### src/upd78_ucode.svh
// Microcode ROM and opcode dispatch table for the decode block.
// Included inside the decode module after the package import.
// Each entry is one CLK cycle of work.

`ifndef UPD78_UCODE_SVH
`define UPD78_UCODE_SVH

// entry point per opcode
// anything unknown goes straight back to fetch
function automatic e_uaddr dispatch(input logic [4:0] op);
  case (e_opcode'(op))
    OP_NOP:    dispatch = UA_NOP_1;
    OP_MOV_AR: dispatch = UA_MOV_AR_LD;
    OP_MOV_RA: dispatch = UA_MOV_RA_LD;
    OP_MVI:    dispatch = UA_MVI_IMM;
    OP_ADD:    dispatch = UA_ADD_BI;
    OP_ADC:    dispatch = UA_ADC_BI;
    OP_SUB:    dispatch = UA_SUB_BI;
    OP_AND:    dispatch = UA_AND_BI;
    OP_OR:     dispatch = UA_OR_BI;
    OP_XOR:    dispatch = UA_XOR_BI;
    OP_DAA:    dispatch = UA_DAA_LD;
    OP_STAX:   dispatch = UA_STAX_ADR;
    OP_JMP:    dispatch = UA_JMP_LO;
    default:   dispatch = UA_FETCH;
  endcase
endfunction

// field order
// idbs lts rs_ir aluop pc_inc pcl_ld pch_ld ab_hl we m1 bm nua
function automatic s_uc ucode_rom(input e_uaddr ua);
  case (ua)
    // opcode fetch, dispatch straight off the bus
    UA_FETCH:     ucode_rom = '{IDBS_DB, LT_IR, 1'b0, ALU_NONE, 1'b1, 1'b0, 1'b0, 1'b0,
                                1'b0, 1'b1, BM_DISP, UA_FETCH};
    UA_NOP_1:     ucode_rom = '{IDBS_ZERO, LT_NONE, 1'b0, ALU_NONE, 1'b0, 1'b0, 1'b0, 1'b0,
                                1'b0, 1'b0, BM_ADV, UA_FETCH};
    UA_NOP_2:     ucode_rom = '{IDBS_ZERO, LT_NONE, 1'b0, ALU_NONE, 1'b0, 1'b0, 1'b0, 1'b0,
                                1'b0, 1'b0, BM_DA, UA_FETCH};
    // moves pass through the ALU unchanged
    UA_MOV_AR_LD: ucode_rom = '{IDBS_RF, LT_AIBI, 1'b1, ALU_NONE, 1'b0, 1'b0, 1'b0, 1'b0,
                                1'b0, 1'b0, BM_ADV, UA_FETCH};
    UA_MOV_AR_WB: ucode_rom = '{IDBS_ALU, LT_RF, 1'b0, ALU_NONE, 1'b0, 1'b0, 1'b0, 1'b0,
                                1'b0, 1'b0, BM_DA, UA_FETCH};
    UA_MOV_RA_LD: ucode_rom = '{IDBS_RF, LT_AIBI, 1'b0, ALU_NONE, 1'b0, 1'b0, 1'b0, 1'b0,
                                1'b0, 1'b0, BM_ADV, UA_FETCH};
    UA_MOV_RA_WB: ucode_rom = '{IDBS_ALU, LT_RF, 1'b1, ALU_NONE, 1'b0, 1'b0, 1'b0, 1'b0,
                                1'b0, 1'b0, BM_DA, UA_FETCH};
    UA_MVI_IMM:   ucode_rom = '{IDBS_DB, LT_RF, 1'b1, ALU_NONE, 1'b1, 1'b0, 1'b0, 1'b0,
                                1'b0, 1'b0, BM_DA, UA_FETCH};
    // second operand first, carries the operation into the ALU
    UA_ADD_BI:    ucode_rom = '{IDBS_RF, LT_BI, 1'b1, ALU_ADD, 1'b0, 1'b0, 1'b0, 1'b0,
                                1'b0, 1'b0, BM_DA, UA_ALU_AI};
    UA_ADC_BI:    ucode_rom = '{IDBS_RF, LT_BI, 1'b1, ALU_ADC, 1'b0, 1'b0, 1'b0, 1'b0,
                                1'b0, 1'b0, BM_DA, UA_ALU_AI};
    UA_SUB_BI:    ucode_rom = '{IDBS_RF, LT_BI, 1'b1, ALU_SUB, 1'b0, 1'b0, 1'b0, 1'b0,
                                1'b0, 1'b0, BM_DA, UA_ALU_AI};
    UA_AND_BI:    ucode_rom = '{IDBS_RF, LT_BI, 1'b1, ALU_AND, 1'b0, 1'b0, 1'b0, 1'b0,
                                1'b0, 1'b0, BM_DA, UA_ALU_AI};
    UA_OR_BI:     ucode_rom = '{IDBS_RF, LT_BI, 1'b1, ALU_OR, 1'b0, 1'b0, 1'b0, 1'b0,
                                1'b0, 1'b0, BM_DA, UA_ALU_AI};
    UA_XOR_BI:    ucode_rom = '{IDBS_RF, LT_BI, 1'b1, ALU_XOR, 1'b0, 1'b0, 1'b0, 1'b0,
                                1'b0, 1'b0, BM_DA, UA_ALU_AI};
    UA_ALU_AI:    ucode_rom = '{IDBS_RF, LT_AI, 1'b0, ALU_NONE, 1'b0, 1'b0, 1'b0, 1'b0,
                                1'b0, 1'b0, BM_ADV, UA_FETCH};
    UA_ALU_WB:    ucode_rom = '{IDBS_ALU, LT_RF_PSW, 1'b0, ALU_NONE, 1'b0, 1'b0, 1'b0, 1'b0,
                                1'b0, 1'b0, BM_DA, UA_FETCH};
    UA_DAA_LD:    ucode_rom = '{IDBS_RF, LT_AIBI, 1'b0, ALU_DAA, 1'b0, 1'b0, 1'b0, 1'b0,
                                1'b0, 1'b0, BM_DA, UA_ALU_WB};
    // address from H and L lands in the output register first
    UA_STAX_ADR:  ucode_rom = '{IDBS_ZERO, LT_NONE, 1'b0, ALU_NONE, 1'b0, 1'b0, 1'b0, 1'b1,
                                1'b0, 1'b0, BM_ADV, UA_FETCH};
    UA_STAX_WR:   ucode_rom = '{IDBS_ZERO, LT_NONE, 1'b0, ALU_NONE, 1'b0, 1'b0, 1'b0, 1'b0,
                                1'b1, 1'b0, BM_DA, UA_FETCH};
    UA_JMP_LO:    ucode_rom = '{IDBS_DB, LT_NONE, 1'b0, ALU_NONE, 1'b1, 1'b1, 1'b0, 1'b0,
                                1'b0, 1'b0, BM_ADV, UA_FETCH};
    UA_JMP_HI:    ucode_rom = '{IDBS_DB, LT_NONE, 1'b0, ALU_NONE, 1'b0, 1'b0, 1'b1, 1'b0,
                                1'b0, 1'b0, BM_DA, UA_FETCH};
    // reset parking step
    default:      ucode_rom = '{IDBS_ZERO, LT_NONE, 1'b0, ALU_NONE, 1'b0, 1'b0, 1'b0, 1'b0,
                                1'b0, 1'b0, BM_DA, UA_FETCH};
  endcase
endfunction

`endif
### src/upd78_pkg.sv
// Shared types for the uPD7800-style core.
// Holds data and address widths, the opcode and register encodings,
// ALU operations, micro-addresses and the microword layout.
// Imported by every RTL module and by the testbench.

`default_nettype none

package upd78_pkg;

  typedef logic [7:0]  byte_t;
  typedef logic [15:0] word_t;

  //////////////////////////////////////////////////////////////////////
  // instruction set

  // upper five opcode bits
  // the low three bits name the register
  typedef enum logic [4:0] {
    OP_NOP    = 5'd0,
    OP_MOV_AR = 5'd1,
    OP_MOV_RA = 5'd2,
    OP_MVI    = 5'd3,
    OP_ADD    = 5'd4,
    OP_ADC    = 5'd5,
    OP_SUB    = 5'd6,
    OP_AND    = 5'd7,
    OP_OR     = 5'd8,
    OP_XOR    = 5'd9,
    OP_DAA    = 5'd10,
    OP_STAX   = 5'd11,
    OP_JMP    = 5'd12
  } e_opcode;

  typedef enum logic [2:0] {R_A, R_V, R_B, R_C, R_D, R_E, R_H, R_L} e_rsel;

  typedef enum logic [2:0] {
    ALU_NONE, ALU_ADD, ALU_ADC, ALU_SUB, ALU_AND, ALU_OR, ALU_XOR, ALU_DAA
  } e_aluop;

  //////////////////////////////////////////////////////////////////////
  // microcode

  // who drives the internal data bus
  typedef enum logic [1:0] {IDBS_ZERO, IDBS_RF, IDBS_DB, IDBS_ALU} e_idbs;

  // who takes idb at the end of the step
  typedef enum logic [2:0] {
    LT_NONE, LT_IR, LT_RF, LT_RF_PSW, LT_AI, LT_BI, LT_AIBI
  } e_lts;

  // advance, direct jump, or opcode dispatch
  typedef enum logic [1:0] {BM_ADV, BM_DA, BM_DISP} e_bm;

  // steps linked by BM_ADV must stay adjacent
  typedef enum logic [4:0] {
    UA_IDLE, UA_FETCH, UA_NOP_1, UA_NOP_2,
    UA_MOV_AR_LD, UA_MOV_AR_WB, UA_MOV_RA_LD, UA_MOV_RA_WB,
    UA_MVI_IMM,
    UA_ADD_BI, UA_ADC_BI, UA_SUB_BI, UA_AND_BI, UA_OR_BI, UA_XOR_BI,
    UA_ALU_AI, UA_ALU_WB, UA_DAA_LD,
    UA_STAX_ADR, UA_STAX_WR, UA_JMP_LO, UA_JMP_HI
  } e_uaddr;

  typedef struct packed {
    e_idbs  idbs;
    e_lts   lts;
    logic   rs_ir;   // register from opcode bits, else A
    e_aluop aluop;   // taken by the ALU with bi_le
    logic   pc_inc;
    logic   pcl_ld;  // stage low byte of a jump target
    logic   pch_ld;  // load pc from idb and staged low byte
    logic   ab_hl;   // next address from H and L instead of pc
    logic   we;      // external write strobe
    logic   m1;
    e_bm    bm;
    e_uaddr nua;
  } s_uc;

endpackage

`default_nettype wire

### src/upd78_core.sv
// Top level of the uPD7800-style core.
// Ties decode, ALU and register file together around the internal
// data bus. Program memory sits outside on A, DB_I, DB_O, DB_OE and M1.

`timescale 1ns/100ps
`default_nettype none

module upd78_core #(
  parameter upd78_pkg::word_t RESET_PC = 16'h0000
) (
  input  wire                     CLK,
  input  wire                     rst_n,
  output wire upd78_pkg::word_t   A,
  input  wire upd78_pkg::byte_t   DB_I,
  output wire upd78_pkg::byte_t   DB_O,
  output wire                     DB_OE,
  output wire                     M1
);

  import upd78_pkg::*;

  byte_t  idb;
  byte_t  rf_out;
  byte_t  rf_h;
  byte_t  rf_l;
  byte_t  alu_out;
  e_idbs  idbs;
  e_rsel  rsel;
  e_aluop aluop;
  logic   rf_we;
  logic   psw_we;
  logic   ai_le;
  logic   bi_le;
  logic   cy_out;
  logic   hc_out;
  logic   cy;
  logic   hc;

  // internal data bus
  always_comb begin
    case (idbs)
      IDBS_RF:  idb = rf_out;
      IDBS_DB:  idb = DB_I;
      IDBS_ALU: idb = alu_out;
      default:  idb = 8'h00;
    endcase
  end

  upd78_decode #(
    .RESET_PC (RESET_PC)
  ) upd78_decode_i (
    .CLK    (CLK),
    .rst_n  (rst_n),
    .idb    (idb),
    .rf_h   (rf_h),
    .rf_l   (rf_l),
    .A      (A),
    .M1     (M1),
    .DB_OE  (DB_OE),
    .idbs   (idbs),
    .rsel   (rsel),
    .rf_we  (rf_we),
    .psw_we (psw_we),
    .ai_le  (ai_le),
    .bi_le  (bi_le),
    .aluop  (aluop)
  );

  upd78_alu upd78_alu_i (
    .CLK     (CLK),
    .rst_n   (rst_n),
    .idb     (idb),
    .ai_le   (ai_le),
    .bi_le   (bi_le),
    .aluop   (aluop),
    .cy_in   (cy),
    .hc_in   (hc),
    .alu_out (alu_out),
    .cy_out  (cy_out),
    .hc_out  (hc_out)
  );

  // carry loops back to the ALU for ADC and DAA
  upd78_regfile upd78_regfile_i (
    .CLK    (CLK),
    .rst_n  (rst_n),
    .idb    (idb),
    .rsel   (rsel),
    .rf_we  (rf_we),
    .psw_we (psw_we),
    .cy_out (cy_out),
    .hc_out (hc_out),
    .rf_out (rf_out),
    .rf_h   (rf_h),
    .rf_l   (rf_l),
    .DB_O   (DB_O),
    .cy     (cy),
    .hc     (hc)
  );

endmodule

`default_nettype wire

### src/upd78_regfile.sv
// Register file of the uPD7800-style core.
// Eight general registers A V B C D E H L plus carry and half-carry of
// the PSW. Written from the internal data bus, read through one port
// selected by decode. H and L feed the store address, A the data out.

`timescale 1ns/100ps
`default_nettype none

module upd78_regfile (
  input  wire                     CLK,
  input  wire                     rst_n,
  input  wire upd78_pkg::byte_t   idb,
  input  wire upd78_pkg::e_rsel   rsel,
  input  wire                     rf_we,
  input  wire                     psw_we,
  input  wire                     cy_out,
  input  wire                     hc_out,
  output upd78_pkg::byte_t        rf_out,
  output upd78_pkg::byte_t        rf_h,
  output upd78_pkg::byte_t        rf_l,
  output upd78_pkg::byte_t        DB_O,
  output logic                    cy,
  output logic                    hc
);

  import upd78_pkg::*;

  byte_t rf [8];

  //////////////////////////////////////////////////////////////////////
  // general registers

  // registers start out at zero
  always_ff @(posedge CLK) begin
    if (!rst_n) begin
      for (int i = 0; i < 8; i++) begin
        rf[i] <= 8'h00;
      end
    end else if (rf_we) begin
      rf[rsel] <= idb;
    end
  end

  // read port onto idb
  assign rf_out = rf[rsel];

  // store address halves
  assign rf_h = rf[R_H];
  assign rf_l = rf[R_L];

  // store data is always the accumulator
  assign DB_O = rf[R_A];

  //////////////////////////////////////////////////////////////////////
  // psw

  // flags follow the ALU on write-back only
  always_ff @(posedge CLK) begin
    if (!rst_n) begin
      cy <= 1'b0;
      hc <= 1'b0;
    end else if (psw_we) begin
      cy <= cy_out;
      hc <= hc_out;
    end
  end

endmodule

`default_nettype wire

### src/upd78_alu.sv
// 8-bit ALU of the uPD7800-style core.
// Latches its operands from the internal data bus and produces the
// result and flags combinationally from those latches, so the result
// can go back on the bus one step after the last operand load.

`timescale 1ns/100ps
`default_nettype none

module upd78_alu (
  input  wire                     CLK,
  input  wire                     rst_n,
  input  wire upd78_pkg::byte_t   idb,
  input  wire                     ai_le,
  input  wire                     bi_le,
  input  wire upd78_pkg::e_aluop  aluop,
  input  wire                     cy_in,
  input  wire                     hc_in,
  output upd78_pkg::byte_t        alu_out,
  output logic                    cy_out,
  output logic                    hc_out
);

  import upd78_pkg::*;

  byte_t      ai;
  byte_t      bi;
  byte_t      bop;
  byte_t      sum;
  e_aluop     op_q;
  logic       cin;
  logic       pdal;
  logic       pdah;
  logic [4:0] lsum;
  logic [4:0] hsum;

  //////////////////////////////////////////////////////////////////////
  // operand latches

  always_ff @(posedge CLK) begin
    if (ai_le) begin
      ai <= idb;
    end
    if (bi_le) begin
      bi <= idb;
    end
  end

  // operation rides in with the B operand
  always_ff @(posedge CLK) begin
    if (!rst_n) begin
      op_q <= ALU_NONE;
    end else if (bi_le) begin
      op_q <= aluop;
    end
  end

  //////////////////////////////////////////////////////////////////////
  // adder input

  // decimal adjust needs
  assign pdal = (ai[3:0] > 4'h9) | hc_in;
  assign pdah = (ai > 8'h99) | cy_in;

  always_comb begin
    bop = bi;
    cin = 1'b0;
    case (op_q)
      ALU_ADC: cin = cy_in;
      // two's complement subtract
      ALU_SUB: begin
        bop = ~bi;
        cin = 1'b1;
      end
      ALU_DAA: bop = {(pdah ? 4'h6 : 4'h0), (pdal ? 4'h6 : 4'h0)};
      default: ;
    endcase
  end

  // split at the nibble for half-carry
  assign lsum = {1'b0, ai[3:0]} + {1'b0, bop[3:0]} + {4'b0000, cin};
  assign hsum = {1'b0, ai[7:4]} + {1'b0, bop[7:4]} + {4'b0000, lsum[4]};
  assign sum  = {hsum[3:0], lsum[3:0]};

  //////////////////////////////////////////////////////////////////////
  // result and flags

  // flags pass through untouched unless the op defines them
  always_comb begin
    alu_out = ai;
    cy_out  = cy_in;
    hc_out  = hc_in;
    case (op_q)
      ALU_ADD, ALU_ADC: begin
        alu_out = sum;
        cy_out  = hsum[4];
        hc_out  = lsum[4];
      end
      // carry out low means borrow
      ALU_SUB: begin
        alu_out = sum;
        cy_out  = ~hsum[4];
        hc_out  = ~lsum[4];
      end
      ALU_AND: alu_out = ai & bi;
      ALU_OR:  alu_out = ai | bi;
      ALU_XOR: alu_out = ai ^ bi;
      ALU_DAA: begin
        alu_out = sum;
        cy_out  = cy_in | pdah;
        hc_out  = lsum[4];
      end
      default: ;
    endcase
  end

endmodule

`default_nettype wire

### src/upd78_decode.sv
// Instruction decode and micro-sequencer for the uPD7800-style core.
// Holds pc, the register field of the opcode, the micro-address pointer
// and the address output register, and turns the current microword into
// the bus selects and strobes used by the rest of the core.

`timescale 1ns/100ps
`default_nettype none

module upd78_decode #(
  parameter upd78_pkg::word_t RESET_PC = 16'h0000
) (
  input  wire                     CLK,
  input  wire                     rst_n,
  input  wire upd78_pkg::byte_t   idb,
  input  wire upd78_pkg::byte_t   rf_h,
  input  wire upd78_pkg::byte_t   rf_l,
  output upd78_pkg::word_t        A,
  output logic                    M1,
  output logic                    DB_OE,
  output upd78_pkg::e_idbs        idbs,
  output upd78_pkg::e_rsel        rsel,
  output logic                    rf_we,
  output logic                    psw_we,
  output logic                    ai_le,
  output logic                    bi_le,
  output upd78_pkg::e_aluop       aluop
);

  import upd78_pkg::*;

`include "upd78_ucode.svh"

  s_uc    uc;
  e_uaddr uptr;
  e_uaddr uptr_next;
  word_t  pc;
  word_t  pc_next;
  word_t  aor;
  byte_t  jmp_lo;
  e_rsel  ir_rs;

  //////////////////////////////////////////////////////////////////////
  // micro-sequencer

  // microword straight out of the ROM
  assign uc = ucode_rom(uptr);

  // opcode is still on idb during fetch
  always_comb begin
    case (uc.bm)
      BM_ADV:  uptr_next = e_uaddr'(uptr + 5'd1);
      BM_DISP: uptr_next = dispatch(idb[7:3]);
      default: uptr_next = uc.nua;
    endcase
  end

  //////////////////////////////////////////////////////////////////////
  // program counter and address output

  always_comb begin
    pc_next = pc;
    if (uc.pc_inc) begin
      pc_next = pc + 16'd1;
    end
    // high byte comes last, low byte already staged
    if (uc.pch_ld) begin
      pc_next = {idb, jmp_lo};
    end
  end

  // aor loads the address for the following step
  always_ff @(posedge CLK) begin
    if (!rst_n) begin
      uptr <= UA_IDLE;
      pc   <= RESET_PC;
      aor  <= RESET_PC;
    end else begin
      uptr <= uptr_next;
      pc   <= pc_next;
      aor  <= uc.ab_hl ? {rf_h, rf_l} : pc_next;
    end
  end

  // only the register field is kept
  // the opcode itself was dispatched off the bus
  always_ff @(posedge CLK) begin
    if (uc.lts == LT_IR) begin
      ir_rs <= e_rsel'(idb[2:0]);
    end
    if (uc.pcl_ld) begin
      jmp_lo <= idb;
    end
  end

  //////////////////////////////////////////////////////////////////////
  // control strobes

  assign A      = aor;
  assign M1     = uc.m1;
  assign DB_OE  = uc.we;
  assign idbs   = uc.idbs;
  assign aluop  = uc.aluop;
  assign rsel   = uc.rs_ir ? ir_rs : R_A;
  assign rf_we  = (uc.lts == LT_RF) || (uc.lts == LT_RF_PSW);
  assign psw_we = (uc.lts == LT_RF_PSW);
  assign ai_le  = (uc.lts == LT_AI) || (uc.lts == LT_AIBI);
  assign bi_le  = (uc.lts == LT_BI) || (uc.lts == LT_AIBI);

endmodule

`default_nettype wire

### config.mk
export PLATFORM = sky130hd
export DESIGN_NAME = upd78_core
export DESIGN_NICKNAME = d
export VERILOG_FILES = /design/src/upd78_pkg.sv /design/src/upd78_core.sv /design/src/upd78_regfile.sv /design/src/upd78_alu.sv /design/src/upd78_decode.sv
export VERILOG_INCLUDE_DIRS = /design/src /design/src/src
export SDC_FILE = /design/constraint.sdc
export NUM_CORES = 1
export LEC_CHECK = 0
export BUFFER_PORTS_ARGS = -buffer_cell sky130_fd_sc_hd__buf_2
export CAP_MARGIN = 10
export CORE_MARGIN = 1
export CORE_UTILIZATION = 42
export DETAILED_ROUTE_END_ITERATION = 8
export PLACE_DENSITY = 0.63
export SLEW_MARGIN = 0
export SYNTH_ARGS = -nofsm -noshare
export SYNTH_HDL_FRONTEND = slang
export SYNTH_SLANG_ARGS = --single-unit
export TNS_END_PERCENT = 100
### constraint.sdc
create_clock -name CLK -period 14.5 [get_ports CLK]
set_clock_uncertainty 0.05 [all_clocks]
set_input_delay 2.175 -clock CLK [delete_from_list [all_inputs] [get_ports CLK]]
set_output_delay 2.175 -clock CLK [all_outputs]
set_load 0.02 [all_outputs]
## After elaboration in Yosys (flattened, before gate mapping)

Memories as Yosys holds them, arrays and structs flattened. A register that Yosys moved wholly into a read port is not among the register bits.
Cells that the tools add are included.

- Flip-flop bits (word level): 69
- Memory bits (writable): 64
- ROM bits: 784
- Bits of input ports: 10
- Output and inout bits: 26
- Logic and storage cells: 81
- Memories: 3

Memories:

| memory | depth | bits a word | read ports | clocked after Yosys merged registers in | write ports | line | RTL |
|---|---|---|---|---|---|---|---|
| (name not given) | 32 | 22 | 1 | 1 | 0 | upd78_ucode.svh:32 | `case (ua)` |
| (name not given) | 16 | 5 | 1 | 0 | 0 | upd78_ucode.svh:11 | `case (e_opcode'(op))` |
| upd78_regfile_i.rf | 8 | 8 | 4 | 0 | 8 | upd78_regfile.sv:28 | `byte_t rf [8];` |

- Add/subtract/negate cells: 6
- $lt $le $gt $ge: 2
- Equality and inequality tests: 17
- Muxes and demuxes: 22
- Bitwise operators: 9
- Reductions and logical operators: 12

Operators with widths:

| kind | count |
|---|---|
| $mux 16 | 3 |
| $pmux 8 s4 | 1 |
| $pmux 8 s3 | 1 |
| $eq 3x3->1 const B | 7 |
| $add 16x1->16 const B | 1 |
| $pmux 8 s2 | 1 |
| $eq 3x2->1 const B | 4 |
| $mux 3 | 4 |
| $add 4x4->5 | 2 |
| $add 5x1->5 | 2 |
| $mux 5 | 2 |
| $pmux 5 s2 | 1 |
| $and 8x8->8 | 1 |
| $gt 8x8->1 const B | 1 |
| $mux 8 | 1 |
| $not 8->8 | 1 |
| $or 8x8->8 | 1 |
| $reduce_or 8->1 | 1 |
| $xor 8x8->8 | 1 |
| $eq 2x2->1 const B | 3 |
| $eq 3x1->1 const B | 2 |
| $add 5x1->5 const B | 1 |
| $mux 1 | 5 |
| $gt 4x4->1 const B | 1 |
| 13 further kinds | 20 |

## Longest topological paths before layout

An unclocked memory read counts as a cell.

- Depth in word-level cells: 13
- Depth in mapped cells: 24
- Mapped depth without buffers: 22

## Modules after synthesis

A second synthesis with hierarchy kept.

- Cell total of the unflattened synthesis: 763
- Area, all modules: 8154.1 µm²

By module, submodules not included:

| module | instances | cells an instance | area an instance (µm²) | seq. area each (µm²) |
|---|---|---|---|---|
| upd78_decode | 1 | 344 | 3194.3 | 1451.4 |
| upd78_regfile | 1 | 218 | 3094.2 | 1961.9 |
| upd78_alu | 1 | 181 | 1674.1 | 540.5 |
| upd78_core | 1 | 20 | 191.4 | 0.0 |

## Least setup slack after synthesis

Ideal clock, no wire load.

- Path type: reg2reg
- Start: register upd78_alu_i.op_q[1]
- End: register, netlist name upd78_decode_i.uc[19]
- Library setup time: 120 ps
- Arrival: 5327 ps
- Required time: 14330 ps
- Path slack: 9003 ps
- Cell stages (with the launch flop): 24
- Path buffers: 1
- Period minus slack after synthesis: 5497 ps
- Path through: dfxtp_1 > buf_2 > and2_1 > nand2_1 > o21ai_0 > fa_1 > fa_1 > a21o_1 > a21o_1 > fa_1 > fa_1 > xnor2_1 > a211oi_1 > o311a_1 > a221oi_4 > inv_1 > a311oi_1 > o21ai_0 > nand2_1 > inv_1 > ha_1 > inv_1 > nor3_2 > a211o_1

- Cells in the longest elaborated chain, start to end: 11
- Elaborated cells between the ends (all ways): 20
- Those cells by class: add/sub: 4; eq/ne: 7; mux: 7; reduce/logical: 1; memory: 1

Ends and longest elaborated chain:

| what | line | RTL |
|---|---|---|
| from (decl) | upd78_alu.sv:29 | `e_aluop op_q;` |
| from (signal assigned) | upd78_alu.sv:53 | `op_q <= aluop;` |
| $eq 3x3->1 / $eq 3x2->1 (equally long branches) | upd78_alu.sv:67, upd78_alu.sv:92 |  |
| $pmux 8 s2 | upd78_alu.sv:67 | `case (op_q)` |
| $add 4x4->5 | upd78_alu.sv:80 | `assign lsum = {1'b0, ai[3:0]} + {1'b0, bop[3:0]} + {4'b0000, cin};` |
| $add 5x1->5 | upd78_alu.sv:80 |  |
| $add 5x1->5 | upd78_alu.sv:81 | `assign hsum = {1'b0, ai[7:4]} + {1'b0, bop[7:4]} + {4'b0000, lsum[4]};` |
| $pmux 8 s4 * | upd78_alu.sv:92 | `case (op_q)` |
| $pmux 8 s3 * | upd78_core.sv:41 | `case (idbs)` |
| net idb[6] | upd78_core.sv:22 | `byte_t idb;` |
| $mem_v2 16x5 * | n/a |  |
| $mux 5 * | upd78_ucode.svh:11 |  |
| $pmux 5 s2 * | upd78_decode.sv:50 | `case (uc.bm)` |
| $mux 5 (no line) * | n/a |  |

Mark *: on every way through the listed nets, which the timed path passes. The rest lies on a longest branch.
A chain may end at the register's enable or synchronous reset.

## Worst setup path in the final report

- Start: register upd78_alu_i.op_q[1]
- End: register, netlist name upd78_decode_i.uc[19]

- Cells in the longest elaborated chain, start to end: 11
- Elaborated cells between the ends (all ways): 20
- Those cells by class: add/sub: 4; eq/ne: 7; mux: 7; reduce/logical: 1; memory: 1

Ends and longest elaborated chain:

| what | line |
|---|---|
| $eq 3x3->1 / $eq 3x2->1 (equally long branches) | upd78_alu.sv:67, upd78_alu.sv:92 |
| $pmux 8 s2 | upd78_alu.sv:67 |
| $add 4x4->5 | upd78_alu.sv:80 |
| $add 5x1->5 | upd78_alu.sv:80 |
| $add 5x1->5 | upd78_alu.sv:81 |
| $pmux 8 s4 * | upd78_alu.sv:92 |
| $pmux 8 s3 * | upd78_core.sv:41 |
| net idb[6] | upd78_core.sv:22 |
| $mem_v2 16x5 * | n/a |
| $mux 5 * | upd78_ucode.svh:11 |
| $pmux 5 s2 * | upd78_decode.sv:50 |
| $mux 5 (no line) * | n/a |

Marked as above.

==> results.txt <==
----------------------------------------------------
[STA]
  Final setup violation count ... 0
  Worst max-slew margin expressed relative to the limit ... 28.4%
  Post-route minimum period ... 6.69 ns
  Slew of the pin with the lowest slew margin ... 1.07 ns
  Final-report max-slew violation count ... 0
  Setup_tns ... 0 ns
  Setup repair after global routing missed its margin ... no
  Final hold violation count ... 0
  Period utilization ... 46.2%
  F_max ... 149 MHz

[Drt]
  Violation count after the first detailed-route iteration ... 638
  Detailed Route WL ... 20.6 mm
  Vias per std cell ... 5.76
  Pre-antenna DRT Iters ... 5
  Routed length per placed instance ... 19.3 µm
  Number of antenna-violating nets in the routed design ... 0
  Total number of vias ... 6142
  Post-route DRC violation count ... 0

[Floorplanning]
  Starting Density ... 43.5%
  Overall die height ... 140 µm
  Die W ... 140 µm
  Full die area ... 19500 µm²
  Number of core rows ... 49
  Number of top-level pins ... 36
  Core region area ... 18300 µm²

[Power and ir drop]
  Static leakage ... 3.46 nW
  Worst voltage drop across the vdd grid ... 0.0940 mV
  Total power divided by cell area ... 158 nW/µm²

[Synth]
  Synth Register Bits ... 152
  Multiplexer share of the synthesized area ... 2.88%
  Primary FF master, synth ... sky130_fd_sc_hd__edfxtp_1
  Number of nets in the synthesized netlist ... 853
  Number of enable flip-flop cells after synthesis ... 91
  Synth Area per Inst ... 9.85 µm²
  Dominant combinational cell family by area after synthesis ... simple AND/OR/NAND/NOR gates
  Xor and xnor fraction of the mapped netlist area ... 2.75%
  Number of warnings printed during yosys synthesis ... 0
  Sequential element share of the synthesized area ... 49.7%
  Adder-cell area share of the yosys netlist ... 6.04%
  Post-synthesis cell type count ... 78
  Simple-Gate Fraction of Synth Area ... 17.8%
  Synthesized netlist cell count ... 807
  Cell area after synthesis ... 7950 µm²
  Synthesized-area fraction occupied by ao, oa, aoi and oai cells ... 16.1%
  Synth async-reset ratio ... 0%

[Clocking]
  Post-CTS Hold Fix Bufs ... 0
  Worst-path clk slew ... 0.06 ns
  Number of buffers added by the clock tree synthesis step ... 17
  Skew-Pair Late Insertion Delay ... 0.44 ns
  Post-CTS Setup Bufs ... 0
  Number of levels the H-tree was split into ... 4
  Master cell of the clock root buffer ... sky130_fd_sc_hd__clkbuf_16
  Max clock buf depth ... 2
  Number of sinks on the clock net ... 152
  PostCTS Resize Cnt ... 0
  CTS tree ... done

[Setup path]
  Crit path max fanout ... 17
  CP Data Arrival Time ... 6.95 ns
  FF-to-FF End ... upd78_decode_i.uc[19]
  Internal reg-to-reg setup slack ... 7.81 ns
  Start-to-end type of the worst setup path ... reg -> reg
  Worst R2R Start ... upd78_alu_i.op_q[1]
  Kind of start point of the critical path ... flip-flop
  Worst setup path endpoint ... upd78_decode_i.uc[19]
  Logic depth of the worst register-to-register path ... 22
  Crit path required time ... 14.76 ns
  Worst Setup End Kind ... flip-flop
  Launch point of the critical path ... upd78_alu_i.op_q[1]

[Run]
  Maximum Capacitance Violations ... 0

[Finish]
  Highest-count cells in the layout ignoring fill and taps ... sky130_fd_sc_hd__nor2_1, sky130_fd_sc_hd__edfxtp_1, sky130_fd_sc_hd__nand2_1
  Antenna diode count ... 0
  Share of layout cells above drive strength 1 ... 11.7%
  Net total in the final layout ... 871
  Most frequent standard cell in the layout excluding fill and tap cells ... sky130_fd_sc_hd__nor2_1
  Fin util ... 48.5%
  Area growth from synthesis to final layout ... 11.4%

[Place]
  Number of buffers inserted by port buffering ... 35
  Global placer's final weighted congestion ... 0.878
  DP HPWL ... 14.2 mm

[GRT]
  Total overflow reported by the global router ... 0
  Total routing usage reported by global routing ... 22.2%
  Maximum number of pins on one net before global-route repair ... 42
  Via count of the first global-routing pass ... 5692
  Initial antenna violation count ... 0
  First-pass GRT wire length ... 32.4 mm

[Outcome]
  Run status ... complete, no violations

[Min path]
  Critical hold path startpoint ... upd78_decode_i.uc[15]
  Hold/Removal Path Class ... reg -> reg

----------------------------------------------------
## worst min-delay path by stage
stage / endpoint / slack, ns / cells past startpoint
3_3_place_gp: upd78_alu_i.op_q[0] / 0.38 / 2
3_5_place_dp: upd78_alu_i.op_q[2] / 0.38 / 2
2_1_floorplan: upd78_alu_i.op_q[1] / 0.37 / 2
4_1_cts: upd78_alu_i.op_q[2] / 0.39 / 2
5_1_grt: upd78_alu_i.op_q[2] / 0.41 / 2
6_report: upd78_alu_i.op_q[2] / 0.39 / 2
## worst max-delay path, cell delays in order (launching register included)
cell	delay, ns
sky130_fd_sc_hd__dfxtp_1	0.59
sky130_fd_sc_hd__nand2_1	0.37
sky130_fd_sc_hd__nand2_1	0.15
sky130_fd_sc_hd__o21ai_0	0.12
sky130_fd_sc_hd__fa_1	0.44
sky130_fd_sc_hd__fa_1	0.41
sky130_fd_sc_hd__a21o_1	0.18
sky130_fd_sc_hd__a21o_1	0.20
sky130_fd_sc_hd__fa_1	0.42
sky130_fd_sc_hd__fa_1	0.41
sky130_fd_sc_hd__xnor2_1	0.18
sky130_fd_sc_hd__a211oi_1	0.07
sky130_fd_sc_hd__o311a_1	0.38
sky130_fd_sc_hd__a221oi_4	0.68
sky130_fd_sc_hd__inv_1	0.25
sky130_fd_sc_hd__a311oi_1	0.30
sky130_fd_sc_hd__o21ai_0	0.13
sky130_fd_sc_hd__nand2_1	0.30
sky130_fd_sc_hd__inv_1	0.20
sky130_fd_sc_hd__ha_1	0.28
sky130_fd_sc_hd__inv_1	0.12
sky130_fd_sc_hd__nor3_2	0.07
sky130_fd_sc_hd__a211o_1	0.27
## power breakdown
group	switching (W)	internal [W]
Clock	0.000176	0.000260
Sequential	0.0000477	0.000507
Combinational	0.000272	0.000133
## kinds of logic (layout without fill, tap and decap cells)
| group | Yosys count | count (layout) |
|---|---|---|
| AOI/OAI and AO/OA | 180 | 180 |
| and+or+nand+nor | 303 | 303 |
| muxes | 22 | 22 |
| adders and majority gates | 36 | 36 |
| xor gates and xnor gates | 25 | 25 |
| DFF | 152 | 152 |
| buffers and inverters | 89 | 120 |
## final cells by class
type | instances | area [µm²]
sequential | 152 | 3950
inverter | 43 | 161
fill | 1724 | 9420
timing repair buffer | 45 | 250
multi-input combinational | 566 | 3620
tap | 229 | 287
clock buffer | 24 | 498
clock inverter | 8 | 85.1
## metal layers
metal  share of wire, %  GRT usage, %  vias to the layer above
met4                2.0          7.69                        0
met1                 47          31.5                     2992
li1                   -             -                     2930
met2                 46          34.7                      186
met3                5.7          3.27                       34
met5                  0             0                        -
## state kept, by name, summed over array words and instances (netlist names)
signal,cells
upd78_decode_i.pc,16
upd78_regfile_i.rf,64
upd78_decode_i.uc,19
upd78_decode_i.uptr,5
upd78_decode_i.jmp_lo,8
upd78_regfile_i.hc,1
upd78_decode_i.ir_rs,3
upd78_decode_i.A,16
upd78_regfile_i.cy,1
upd78_alu_i.ai,8
upd78_alu_i.bi,8
upd78_alu_i.op_q,3
## synthesized netlist by cell type (3+ instances only)
cell	n	share of area, %
sky130_fd_sc_hd__a211oi_1	13	1.2
sky130_fd_sc_hd__a21o_1	7	0.66
sky130_fd_sc_hd__a21oi_1	46	2.9
sky130_fd_sc_hd__a22o_1	4	0.44
sky130_fd_sc_hd__a22oi_1	3	0.28
sky130_fd_sc_hd__a31oi_1	6	0.47
sky130_fd_sc_hd__and2_1	12	0.94
sky130_fd_sc_hd__and3_1	9	0.71
sky130_fd_sc_hd__buf_1	6	0.28
sky130_fd_sc_hd__buf_2	12	0.76
sky130_fd_sc_hd__buf_6	3	0.42
sky130_fd_sc_hd__clkbuf_1	22	1.0
sky130_fd_sc_hd__dfxtp_1	61	15
sky130_fd_sc_hd__edfxtp_1	91	34
sky130_fd_sc_hd__fa_1	4	1.0
sky130_fd_sc_hd__ha_1	32	5.0
sky130_fd_sc_hd__inv_1	40	1.9
sky130_fd_sc_hd__inv_2	3	0.14
sky130_fd_sc_hd__mux2i_1	18	2.3
sky130_fd_sc_hd__nand2_1	70	3.3
sky130_fd_sc_hd__nand2b_1	7	0.55
sky130_fd_sc_hd__nand3_1	18	1.1
sky130_fd_sc_hd__nand3b_1	5	0.47
sky130_fd_sc_hd__nand4_1	3	0.24
sky130_fd_sc_hd__nand4b_1	4	0.44
sky130_fd_sc_hd__nor2_1	127	6.0
sky130_fd_sc_hd__nor2b_1	13	1.0
sky130_fd_sc_hd__nor3_1	10	0.63
sky130_fd_sc_hd__nor3b_1	3	0.28
sky130_fd_sc_hd__nor4_1	3	0.24
sky130_fd_sc_hd__o211ai_1	6	0.57
sky130_fd_sc_hd__o21a_1	3	0.28
sky130_fd_sc_hd__o21ai_0	34	2.1
sky130_fd_sc_hd__o221ai_1	10	1.1
sky130_fd_sc_hd__o22ai_1	5	0.39
sky130_fd_sc_hd__o31a_1	3	0.33
sky130_fd_sc_hd__o31ai_1	3	0.28
sky130_fd_sc_hd__o32a_1	5	0.63
sky130_fd_sc_hd__or2_2	3	0.24
sky130_fd_sc_hd__or3_1	8	0.63
sky130_fd_sc_hd__xnor2_1	14	1.5
sky130_fd_sc_hd__xor2_1	11	1.2
## metrics by stage
stage               setup WS (ns)  instances  hold WS [ns]  area (µm²)  power (W)
floorplan                    9.00        807         0.367        7950   0.000842
global placement             8.10       1035         0.381        8270   0.000961
detailed placement           7.94       1035         0.384        8270   0.000961
CTS                          7.92       1067         0.390        8850    0.00140
global route                 7.36       1067         0.408        8850    0.00146
finish                       7.81       1067         0.391        8850    0.00140
Note: power is estimated with default switching activity, not from simulation.
